<file path="src/hw/pcs_pkg.sv">
//**************************************************************************
// pcs capture package
// widths, xgmii control characters and 64b/66b block type fields,
// the block type enum and the structs passed between pipeline stages
//**************************************************************************
package pcs_pkg;

    // xgmii word widths
    localparam int XGMII_DATA_W = 64;
    localparam int XGMII_CTRL_W = 8;

    // coded block and stored type code widths
    localparam int BLOCK_W = 66;
    localparam int TYPE_W  = 4;

    typedef logic [XGMII_DATA_W-1:0] xgmii_data_t;
    typedef logic [XGMII_CTRL_W-1:0] xgmii_ctrl_t;

    // sync header in [1:0], payload in [65:2], lane 0 in the lowest bits
    typedef logic [BLOCK_W-1:0] coded_block_t;

    // xgmii control characters
    localparam logic [7:0] CH_IDLE  = 8'h07;
    localparam logic [7:0] CH_START = 8'hFB;
    localparam logic [7:0] CH_TERM  = 8'hFD;
    localparam logic [7:0] CH_ERROR = 8'hFE;

    // block type field bytes, first payload byte of a control block
    localparam logic [7:0] FIELD_IDLE  = 8'h1E;
    localparam logic [7:0] FIELD_START = 8'h78;
    localparam logic [7:0] FIELD_TERM0 = 8'h87;
    localparam logic [7:0] FIELD_TERM1 = 8'h99;
    localparam logic [7:0] FIELD_TERM2 = 8'hAA;
    localparam logic [7:0] FIELD_TERM3 = 8'hB4;
    localparam logic [7:0] FIELD_TERM4 = 8'hCC;
    localparam logic [7:0] FIELD_TERM5 = 8'hD2;
    localparam logic [7:0] FIELD_TERM6 = 8'hE1;
    localparam logic [7:0] FIELD_TERM7 = 8'hFF;
    // error shares the idle field, the lane codes tell them apart
    localparam logic [7:0] FIELD_ERROR = 8'h1E;

    // 7-bit lane codes inside a control block
    localparam logic [6:0] CODE_IDLE  = 7'h00;
    localparam logic [6:0] CODE_ERROR = 7'h1E;

    // sync headers
    localparam logic [1:0] SYNC_DATA = 2'b01;
    localparam logic [1:0] SYNC_CTRL = 2'b10;

    // block types in code order, also the stored type code
    typedef enum logic [TYPE_W-1:0] {
        BT_DATA,
        BT_IDLE,
        BT_START,
        BT_TERM0,
        BT_TERM1,
        BT_TERM2,
        BT_TERM3,
        BT_TERM4,
        BT_TERM5,
        BT_TERM6,
        BT_TERM7,
        BT_ERROR
    } block_type_e;

    // one xgmii transfer, 73 bits
    typedef struct packed {
        xgmii_data_t data;
        xgmii_ctrl_t ctrl;
        logic        valid;
    } xgmii_word_t;

    // classified word toward the encoder, 70 bits
    typedef struct packed {
        block_type_e block_type;
        xgmii_data_t data;
        // any lane carried control, so the block takes the control sync header
        logic        is_control;
        logic        valid;
    } decoded_word_t;

endpackage
</file>
<file path="src/hw/pcs_capture_top.sv">
//**************************************************************************
// pcs capture top level
// xgmii word -> block type decoder -> 64b/66b encoder -> capture rams,
// with a readback port on the captured blocks and types
//**************************************************************************
`timescale 1ns/1ps

module pcs_capture_top
    import pcs_pkg::*;
#(
    parameter int RAM_ADDR_NBIT = 5
)
(
    input  logic                     i_clock,
    input  logic                     i_reset,
    input  xgmii_word_t              i_word,
    input  logic                     i_run,
    input  logic [RAM_ADDR_NBIT-1:0] i_read_addr,
    output coded_block_t             o_read_block,
    output block_type_e              o_read_type,
    output logic                     o_mem_full
);

    // decode stage to execute stage
    decoded_word_t decoded;
    // execute stage to result stage
    coded_block_t  coded_block;
    block_type_e   coded_type;
    logic          coded_valid;

    // one cycle, classify the word
    block_type_decoder u_decoder (
        .i_clock   (i_clock),
        .i_reset   (i_reset),
        .i_word    (i_word),
        .o_decoded (decoded)
    );

    // one cycle, build the coded block
    block_encoder u_encoder (
        .i_clock   (i_clock),
        .i_reset   (i_reset),
        .i_decoded (decoded),
        .o_block   (coded_block),
        .o_type    (coded_type),
        .o_valid   (coded_valid)
    );

    // capture and readback
    bram_control #(
        .RAM_ADDR_NBIT (RAM_ADDR_NBIT)
    ) u_bram_control (
        .i_clock      (i_clock),
        .i_reset      (i_reset),
        .i_run        (i_run),
        .i_valid      (coded_valid),
        .i_data_coded (coded_block),
        .i_data_type  (coded_type),
        .i_read_addr  (i_read_addr),
        .o_data_coded (o_read_block),
        .o_data_type  (o_read_type),
        .o_mem_full   (o_mem_full)
    );

endmodule

</file>
<file path="src/hw/bram_control.sv">
//**************************************************************************
// capture controller
// a rising edge on i_run arms a capture of RAM_DEPTH coded blocks and
// their type codes into two rams sharing one address counter, with a
// readback port for the stored pairs
//**************************************************************************
`timescale 1ns/1ps

module bram_control
    import pcs_pkg::*;
#(
    parameter int RAM_ADDR_NBIT = 5
)
(
    input  logic                     i_clock,
    input  logic                     i_reset,
    input  logic                     i_run,
    input  logic                     i_valid,
    input  coded_block_t             i_data_coded,
    input  block_type_e              i_data_type,
    input  logic [RAM_ADDR_NBIT-1:0] i_read_addr,
    output coded_block_t             o_data_coded,
    output block_type_e              o_data_type,
    output logic                     o_mem_full
);

    localparam int RAM_DEPTH = 2 ** RAM_ADDR_NBIT;
    localparam logic [RAM_ADDR_NBIT-1:0] LAST_ADDR = RAM_ADDR_NBIT'(RAM_DEPTH - 1);

    logic                     run_q;
    logic                     run_edge;
    logic [RAM_ADDR_NBIT-1:0] addr_counter;
    // same enable and address for both memories
    logic                     write_enable;
    logic [TYPE_W-1:0]        type_read;

    assign run_edge = i_run && !run_q;

    // blocks arriving while full are dropped, nothing is written on the edge cycle
    assign write_enable = i_valid && !o_mem_full && !run_edge;

    // full high after reset means idle with no capture pending
    always_ff @(posedge i_clock)
    begin
        if (i_reset)
        begin
            run_q        <= 1'b0;
            addr_counter <= '0;
            o_mem_full   <= 1'b1;
        end
        else
        begin
            run_q <= i_run;
            if (run_edge)
            begin
                // restart, also mid capture
                addr_counter <= '0;
                o_mem_full   <= 1'b0;
            end
            else if (write_enable)
            begin
                addr_counter <= addr_counter + 1'b1;
                // last location written, stop capturing
                if (addr_counter == LAST_ADDR)
                    o_mem_full <= 1'b1;
            end
        end
    end

    // coded block store
    bram #(
        .RAM_WIDTH     (BLOCK_W),
        .RAM_ADDR_NBIT (RAM_ADDR_NBIT)
    ) u_bram_block (
        .i_clock        (i_clock),
        .i_write_enable (write_enable),
        .i_write_addr   (addr_counter),
        .i_data         (i_data_coded),
        .i_read_addr    (i_read_addr),
        .o_data         (o_data_coded)
    );

    // block type store
    bram #(
        .RAM_WIDTH     (TYPE_W),
        .RAM_ADDR_NBIT (RAM_ADDR_NBIT)
    ) u_bram_type (
        .i_clock        (i_clock),
        .i_write_enable (write_enable),
        .i_write_addr   (addr_counter),
        .i_data         (i_data_type),
        .i_read_addr    (i_read_addr),
        .o_data         (type_read)
    );

    assign o_data_type = block_type_e'(type_read);

endmodule

</file>
<file path="src/hw/bram.sv">
//**************************************************************************
// simple dual-port block ram
// one write port and one read port with a registered output
//**************************************************************************
`timescale 1ns/1ps

module bram
#(
    parameter int RAM_WIDTH     = 66,
    parameter int RAM_ADDR_NBIT = 5
)
(
    input  logic                     i_clock,
    input  logic                     i_write_enable,
    input  logic [RAM_ADDR_NBIT-1:0] i_write_addr,
    input  logic [RAM_WIDTH-1:0]     i_data,
    input  logic [RAM_ADDR_NBIT-1:0] i_read_addr,
    output logic [RAM_WIDTH-1:0]     o_data
);

    localparam int RAM_DEPTH = 2 ** RAM_ADDR_NBIT;

    logic [RAM_WIDTH-1:0] mem [RAM_DEPTH];

    // write on the clock edge when enabled
    always_ff @(posedge i_clock)
    begin
        if (i_write_enable)
            mem[i_write_addr] <= i_data;
    end

    // read data one cycle after the address
    always_ff @(posedge i_clock)
    begin
        o_data <= mem[i_read_addr];
    end

endmodule

</file>
<file path="src/hw/block_encoder.sv">
//**************************************************************************
// 64b/66b block encoder
// builds the 66-bit coded block from a classified xgmii word: sync
// header, block type field and lane payload, registered with its type
//**************************************************************************
`timescale 1ns/1ps

module block_encoder
    import pcs_pkg::*;
(
    input  logic          i_clock,
    input  logic          i_reset,
    input  decoded_word_t i_decoded,
    output coded_block_t  o_block,
    output block_type_e   o_type,
    output logic          o_valid
);

    // terminate lane index, only meaningful for BT_TERM0..BT_TERM7
    logic [2:0]   term_k;
    // keeps data lanes 0..k-1 of a terminate block
    xgmii_data_t  keep_mask;
    xgmii_data_t  term_data;
    logic [7:0]   field;
    // the seven bytes after the field byte
    logic [55:0]  body;
    xgmii_data_t  payload;
    logic [1:0]   sync;
    coded_block_t block_next;

    assign term_k    = 3'(i_decoded.block_type - BT_TERM0);
    assign keep_mask = (64'h1 << (8 * term_k)) - 64'h1;
    assign term_data = i_decoded.data & keep_mask;

    // field byte per block type
    always_comb
    begin
        case (i_decoded.block_type)
            BT_START: field = FIELD_START;
            BT_TERM0: field = FIELD_TERM0;
            BT_TERM1: field = FIELD_TERM1;
            BT_TERM2: field = FIELD_TERM2;
            BT_TERM3: field = FIELD_TERM3;
            BT_TERM4: field = FIELD_TERM4;
            BT_TERM5: field = FIELD_TERM5;
            BT_TERM6: field = FIELD_TERM6;
            BT_TERM7: field = FIELD_TERM7;
            BT_ERROR: field = FIELD_ERROR;
            default:  field = FIELD_IDLE;
        endcase
    end

    // lane content after the field byte
    always_comb
    begin
        case (i_decoded.block_type)
            // lanes 1..7 follow the start field
            BT_START:
                body = i_decoded.data[63:8];
            BT_TERM0, BT_TERM1, BT_TERM2, BT_TERM3,
            BT_TERM4, BT_TERM5, BT_TERM6, BT_TERM7:
                body = term_data[55:0];
            // eight 7-bit error codes fill the block
            BT_ERROR:
                body = {8{CODE_ERROR}};
            // idle, eight idle codes
            default:
                body = {8{CODE_IDLE}};
        endcase
    end

    // data blocks carry the word verbatim
    assign payload    = i_decoded.is_control ? {body, field} : i_decoded.data;
    assign sync       = i_decoded.is_control ? SYNC_CTRL : SYNC_DATA;
    assign block_next = {payload, sync};

    // block and type unreset
    always_ff @(posedge i_clock)
    begin
        o_block <= block_next;
        o_type  <= i_decoded.block_type;
    end

    always_ff @(posedge i_clock)
    begin
        if (i_reset)
            o_valid <= 1'b0;
        else
            o_valid <= i_decoded.valid;
    end

endmodule

</file>
<file path="src/hw/block_type_decoder.sv">
//**************************************************************************
// block type decoder
// classifies one xgmii word into a 64b/66b block type, checking all
// lanes in parallel, and registers the result toward the encoder
//**************************************************************************
`timescale 1ns/1ps

module block_type_decoder
    import pcs_pkg::*;
(
    input  logic          i_clock,
    input  logic          i_reset,
    input  xgmii_word_t   i_word,
    output decoded_word_t o_decoded
);

    // lane n is data byte n with control flag n
    logic [7:0]    lane_char [XGMII_CTRL_W];
    xgmii_ctrl_t   data_mask;
    xgmii_ctrl_t   idle_mask;
    xgmii_ctrl_t   term_mask;
    // term_hit[k] set when the word is a legal terminate in lane k
    xgmii_ctrl_t   term_hit;
    block_type_e   type_next;
    decoded_word_t decoded_next;

    // per-lane character checks
    for (genvar n = 0; n < XGMII_CTRL_W; n++)
    begin : g_lane
        assign lane_char[n] = i_word.data[8*n +: 8];
        assign data_mask[n] = ~i_word.ctrl[n];
        assign idle_mask[n] = i_word.ctrl[n] && (lane_char[n] == CH_IDLE);
        assign term_mask[n] = i_word.ctrl[n] && (lane_char[n] == CH_TERM);
    end

    // terminate in lane k: data below, terminate at k, idle above
    for (genvar k = 0; k < XGMII_CTRL_W; k++)
    begin : g_term
        localparam xgmii_ctrl_t LOW_LANES  = xgmii_ctrl_t'((1 << k) - 1);
        localparam xgmii_ctrl_t HIGH_LANES = ~xgmii_ctrl_t'((2 << k) - 1);

        assign term_hit[k] = ((data_mask & LOW_LANES) == LOW_LANES)
                           && term_mask[k]
                           && ((idle_mask & HIGH_LANES) == HIGH_LANES);
    end

    // anything not matching a kept block type falls to error
    always_comb
    begin
        type_next = BT_ERROR;
        if (i_word.ctrl == '0)
            type_next = BT_DATA;
        else if (&idle_mask)
            type_next = BT_IDLE;
        else if ((i_word.ctrl == 8'h01) && (lane_char[0] == CH_START))
            type_next = BT_START;
        else
        begin
            // at most one terminate position can match
            for (int k = 0; k < XGMII_CTRL_W; k++)
            begin
                if (term_hit[k])
                    type_next = block_type_e'(BT_TERM0 + k);
            end
        end
    end

    assign decoded_next = '{
        block_type: type_next,
        data:       i_word.data,
        is_control: |i_word.ctrl,
        valid:      i_word.valid
    };

    // type and data travel unreset, valid clears
    always_ff @(posedge i_clock)
    begin
        o_decoded <= decoded_next;
        if (i_reset)
            o_decoded.valid <= 1'b0;
    end

endmodule

</file>
<file path="config.mk">
export PLATFORM = sky130hd
export DESIGN_NAME = pcs_capture_top
export DESIGN_NICKNAME = d
export VERILOG_FILES = /design/src/hw/pcs_pkg.sv /design/src/hw/pcs_capture_top.sv /design/src/hw/bram_control.sv /design/src/hw/bram.sv /design/src/hw/block_encoder.sv /design/src/hw/block_type_decoder.sv
export SDC_FILE = /design/constraint.sdc
export NUM_CORES = 2
export LEC_CHECK = 0
export ABC_AREA = 0
export CORE_UTILIZATION = 55
export CTS_BUF_LIST = sky130_fd_sc_hd__clkbuf_8
export DETAILED_ROUTE_END_ITERATION = 6
export DONT_BUFFER_PORTS = 1
export HOLD_SLACK_MARGIN = 0.03
export PLACE_DENSITY = 0.79
export SLEW_MARGIN = 20
export SYNTH_ARGS = -nofsm -noshare
export SYNTH_HDL_FRONTEND = slang
export SYNTH_SLANG_ARGS = --single-unit
</file>
<file path="constraint.sdc">
create_clock -name i_clock -period 10.38 [get_ports i_clock]
set_clock_uncertainty 0.15 [all_clocks]
set_input_delay 1.038 -clock i_clock [delete_from_list [all_inputs] [get_ports i_clock]]
set_output_delay 1.038 -clock i_clock [all_outputs]
set_load 0.02 [all_outputs]
</file>
==> run metrics <==
run status complete, no violations; Synth Warn # 0; first-pass GRT wire length 309 mm; nets 4247; CP Launch Type flip-flop; Post-DP HPWL 122 mm; pwr/cell area 182 nW/um2; vias in the first global route 43411; P&R area growth vs syn 12.0%; measured slew at the worst slew-check pin 1200 ps; Die ar. 167000 um2; WP buf/inv 1; CTS sink cnt 2458; simple-gate area share of the yosys netlist 1.10%; Cell Area, Synth 91200 um2; Adder-Cell Fraction of Synth Area 0.206%; top cells by count, synth edfxtp_1, mux4_2, dfxtp_1, clkbuf_1, mux2_2; top-count cell post-synth edfxtp_1; Synth Register Bits 2458; Hold WC Path Type input pin to flip-flop; Crit Path Max Fanout 42; Port Buffers 0; crit path time final 4440 ps; fillcell total 10301; Slew Limit Fails 0; Overflow after GRT 0; placed instance area 94000 um2; max-cap violations 0; gr usage total 26.0%; Setup violations, final 0; Crit path arrival time 4920 ps; register area share after synthesis 78.5%; max frequency 225 MHz; syn_nets 3891; Avg WL per Cell 34.0 um; largest family of logic cells by synthesized area multiplexers; Antenna Nets Post-Route 0; H-tree levels 5; layout cells sized above 1 31.6%; mux cell area share after synthesis 18.2%; Die Y 409 um; crit-path cells nor3b_2 > nand2_1 > nor2_4 > buf_4; DRC viols 0; via-per-instance ratio 6.66; Worst-Skew Late Latency 1070 ps; I/O Pins 152; cell count after synthesis 3795; Synth Area in XOR/XNOR 0.0672%; clock root buffer clkbuf_8; Req. time, crit path 10860 ps; area leader, netlist edfxtp_1; pin count of the biggest net entering global routing 561; Crit. End Element flip-flop; Worst-path clk slew 60 ps; relative slew slack 19.9%; initial antenna violation count 19; Synth Flop Type edfxtp_1; delay-heaviest family, CP simple AND/OR/NAND/NOR gates; Post-synth ARST share 0%; Initial Util 55.4%; count of cell types in the netlist 56; maximum VDD drop 0.000137 V; Pleak 0.0297 uW; Final Instance Area 102000 um2; Final Hold Viols 0; CTS tree done; top cells by area, synth edfxtp_1, mux4_2, dfxtp_1; core area 165000 um2; overall routed net length 226 mm; initial drt markers 6701; RSZ-0062 raised after global routing no; Post-synth EDFFs 2240; chip width 409 um; slowest CP cell nor2_4; Synth top area share 73.7%; Worst path max stage delay 1020 ps; setup tns final 0 ps; CTS Buf Count 383; # rows 149; first drt pass iteration count 6; CTS Buffer Depth 4; routability congestion estimate from global placement 0.870; Avg Synthesized Cell Area 24.0 um2; compound-cell area share of the yosys netlist 0.964%; vias 44278; final period utilization 42.8%; crit path kind flip-flop to flip-flop; post-cts sizing count 0
-- where the power goes --
part | switching (uW) | total [uW] | leakage (uW) | internal (uW)
Combinational | 179 | 359 | 0.00565 | 181
Sequential | 41.7 | 10700 | 0.0200 | 10700
Clock | 3660 | 7520 | 0.00406 | 3860
Total | 3880 | 18600 | 0.0297 | 14700
-- sequential cells by signal, summed over array words and instances, names as in the netlist --
name / cells
u_bram_control.u_bram_block.mem: 2112
u_bram_control.u_bram_type.mem: 128
u_decoder.o_decoded: 70
u_bram_control.u_bram_block.o_data: 66
u_encoder.o_block: 66
u_bram_control.addr_counter: 5
u_bram_control.u_bram_type.o_data: 4
u_encoder.o_type: 4
u_bram_control.o_mem_full: 1
u_bram_control.run_q: 1
u_encoder.o_valid: 1
-- stage by stage --
step                      hold WS [ps]  worst slack, ps  instances  power (uW)  utilization, %
after detailed placement           282             5160       5872       11100            57.1
after CTS                         36.0             5870       6618       18500            61.7
after floorplan                    176             4870       3795       11200               -
after global routing              76.6             5750       6635       19100            62.0
final                              109             5940       6646       18600            62.0
after global placement             271             5270       5871       11100            57.0
-- placed cells by master, fill, tap and decap left out, drive strengths merged, types with 9 or more instances in the layout --
cell type,n
a22o,11
ha,15
buf,88
a32o,14
mux2,72
dlygate4sd3,70
nand2,48
nand4,12
clkbuf,414
inv,151
and3,9
o21ai,39
mux4,700
dfxtp,218
diode,16
clkinv,116
edfxtp,2240
nor2,60
a21oi,38
-- area by class of cell --
| cell class | instances | area [um2] | area share (%) |
|---|---|---|---|
| flip-flops and latches | 2458 | 71700 | 70.2 |
| diodes | 16 | 40.0 | 0.0392 |
| clock buffers | 414 | 5700 | 5.58 |
| multi-input cells | 1129 | 19000 | 18.6 |
| repair buffers | 158 | 1640 | 1.60 |
| inverters | 21 | 78.8 | 0.0772 |
| clock inverters | 261 | 1280 | 1.26 |
| well taps | 2189 | 2740 | 2.68 |
-- kinds of logic after synthesis --
| family | count (synthesis) |
|---|---|
| AO/OA/AOI/OAI | 137 |
| XOR/XNOR | 7 |
| adder cells (fa/ha/maj) | 15 |
| buffers and inverters | 208 |
| flip-flops | 2458 |
| multiplexers | 774 |
| AND/OR/NAND/NOR | 196 |
-- final timing paths --
check / start / end / slack (ps) / cells past startpoint
max: u_bram_control.o_mem_full / u_bram_control.u_bram_block.mem[25][0] / 5940 / 4
min: i_read_addr[4] / u_bram_control.u_bram_block.o_data[48] / 110 / 1
max reg2reg: u_bram_control.o_mem_full / u_bram_control.u_bram_block.mem[25][0] / 5940 / 4
min reg2reg: u_decoder.o_decoded[67] / u_encoder.o_type[1] / 290 / 0
-- worst reg2reg max path: cells and delay by family, from the launching register on --
| family | cells | cell delay (ps) |
|---|---|---|
| buf+inv | 1 | 740 |
| flops | 1 | 390 |
| simple gates | 3 | 2600 |
-- routing by layer --
layer	vias up	global-route usage [%]	routed length, um
li1	17042	-	-
met1	23231	37.8	82800
met2	3565	39.7	109000
met3	432	6.52	28500
met4	8	7.28	5520
met5	-	0	47
-- timing repair --
action,CTS,global route
hold buffers,71,0
endpoints found under the hold margin,89,0
buffers inserted,0,0
Power figures use the tool's default switching activity.
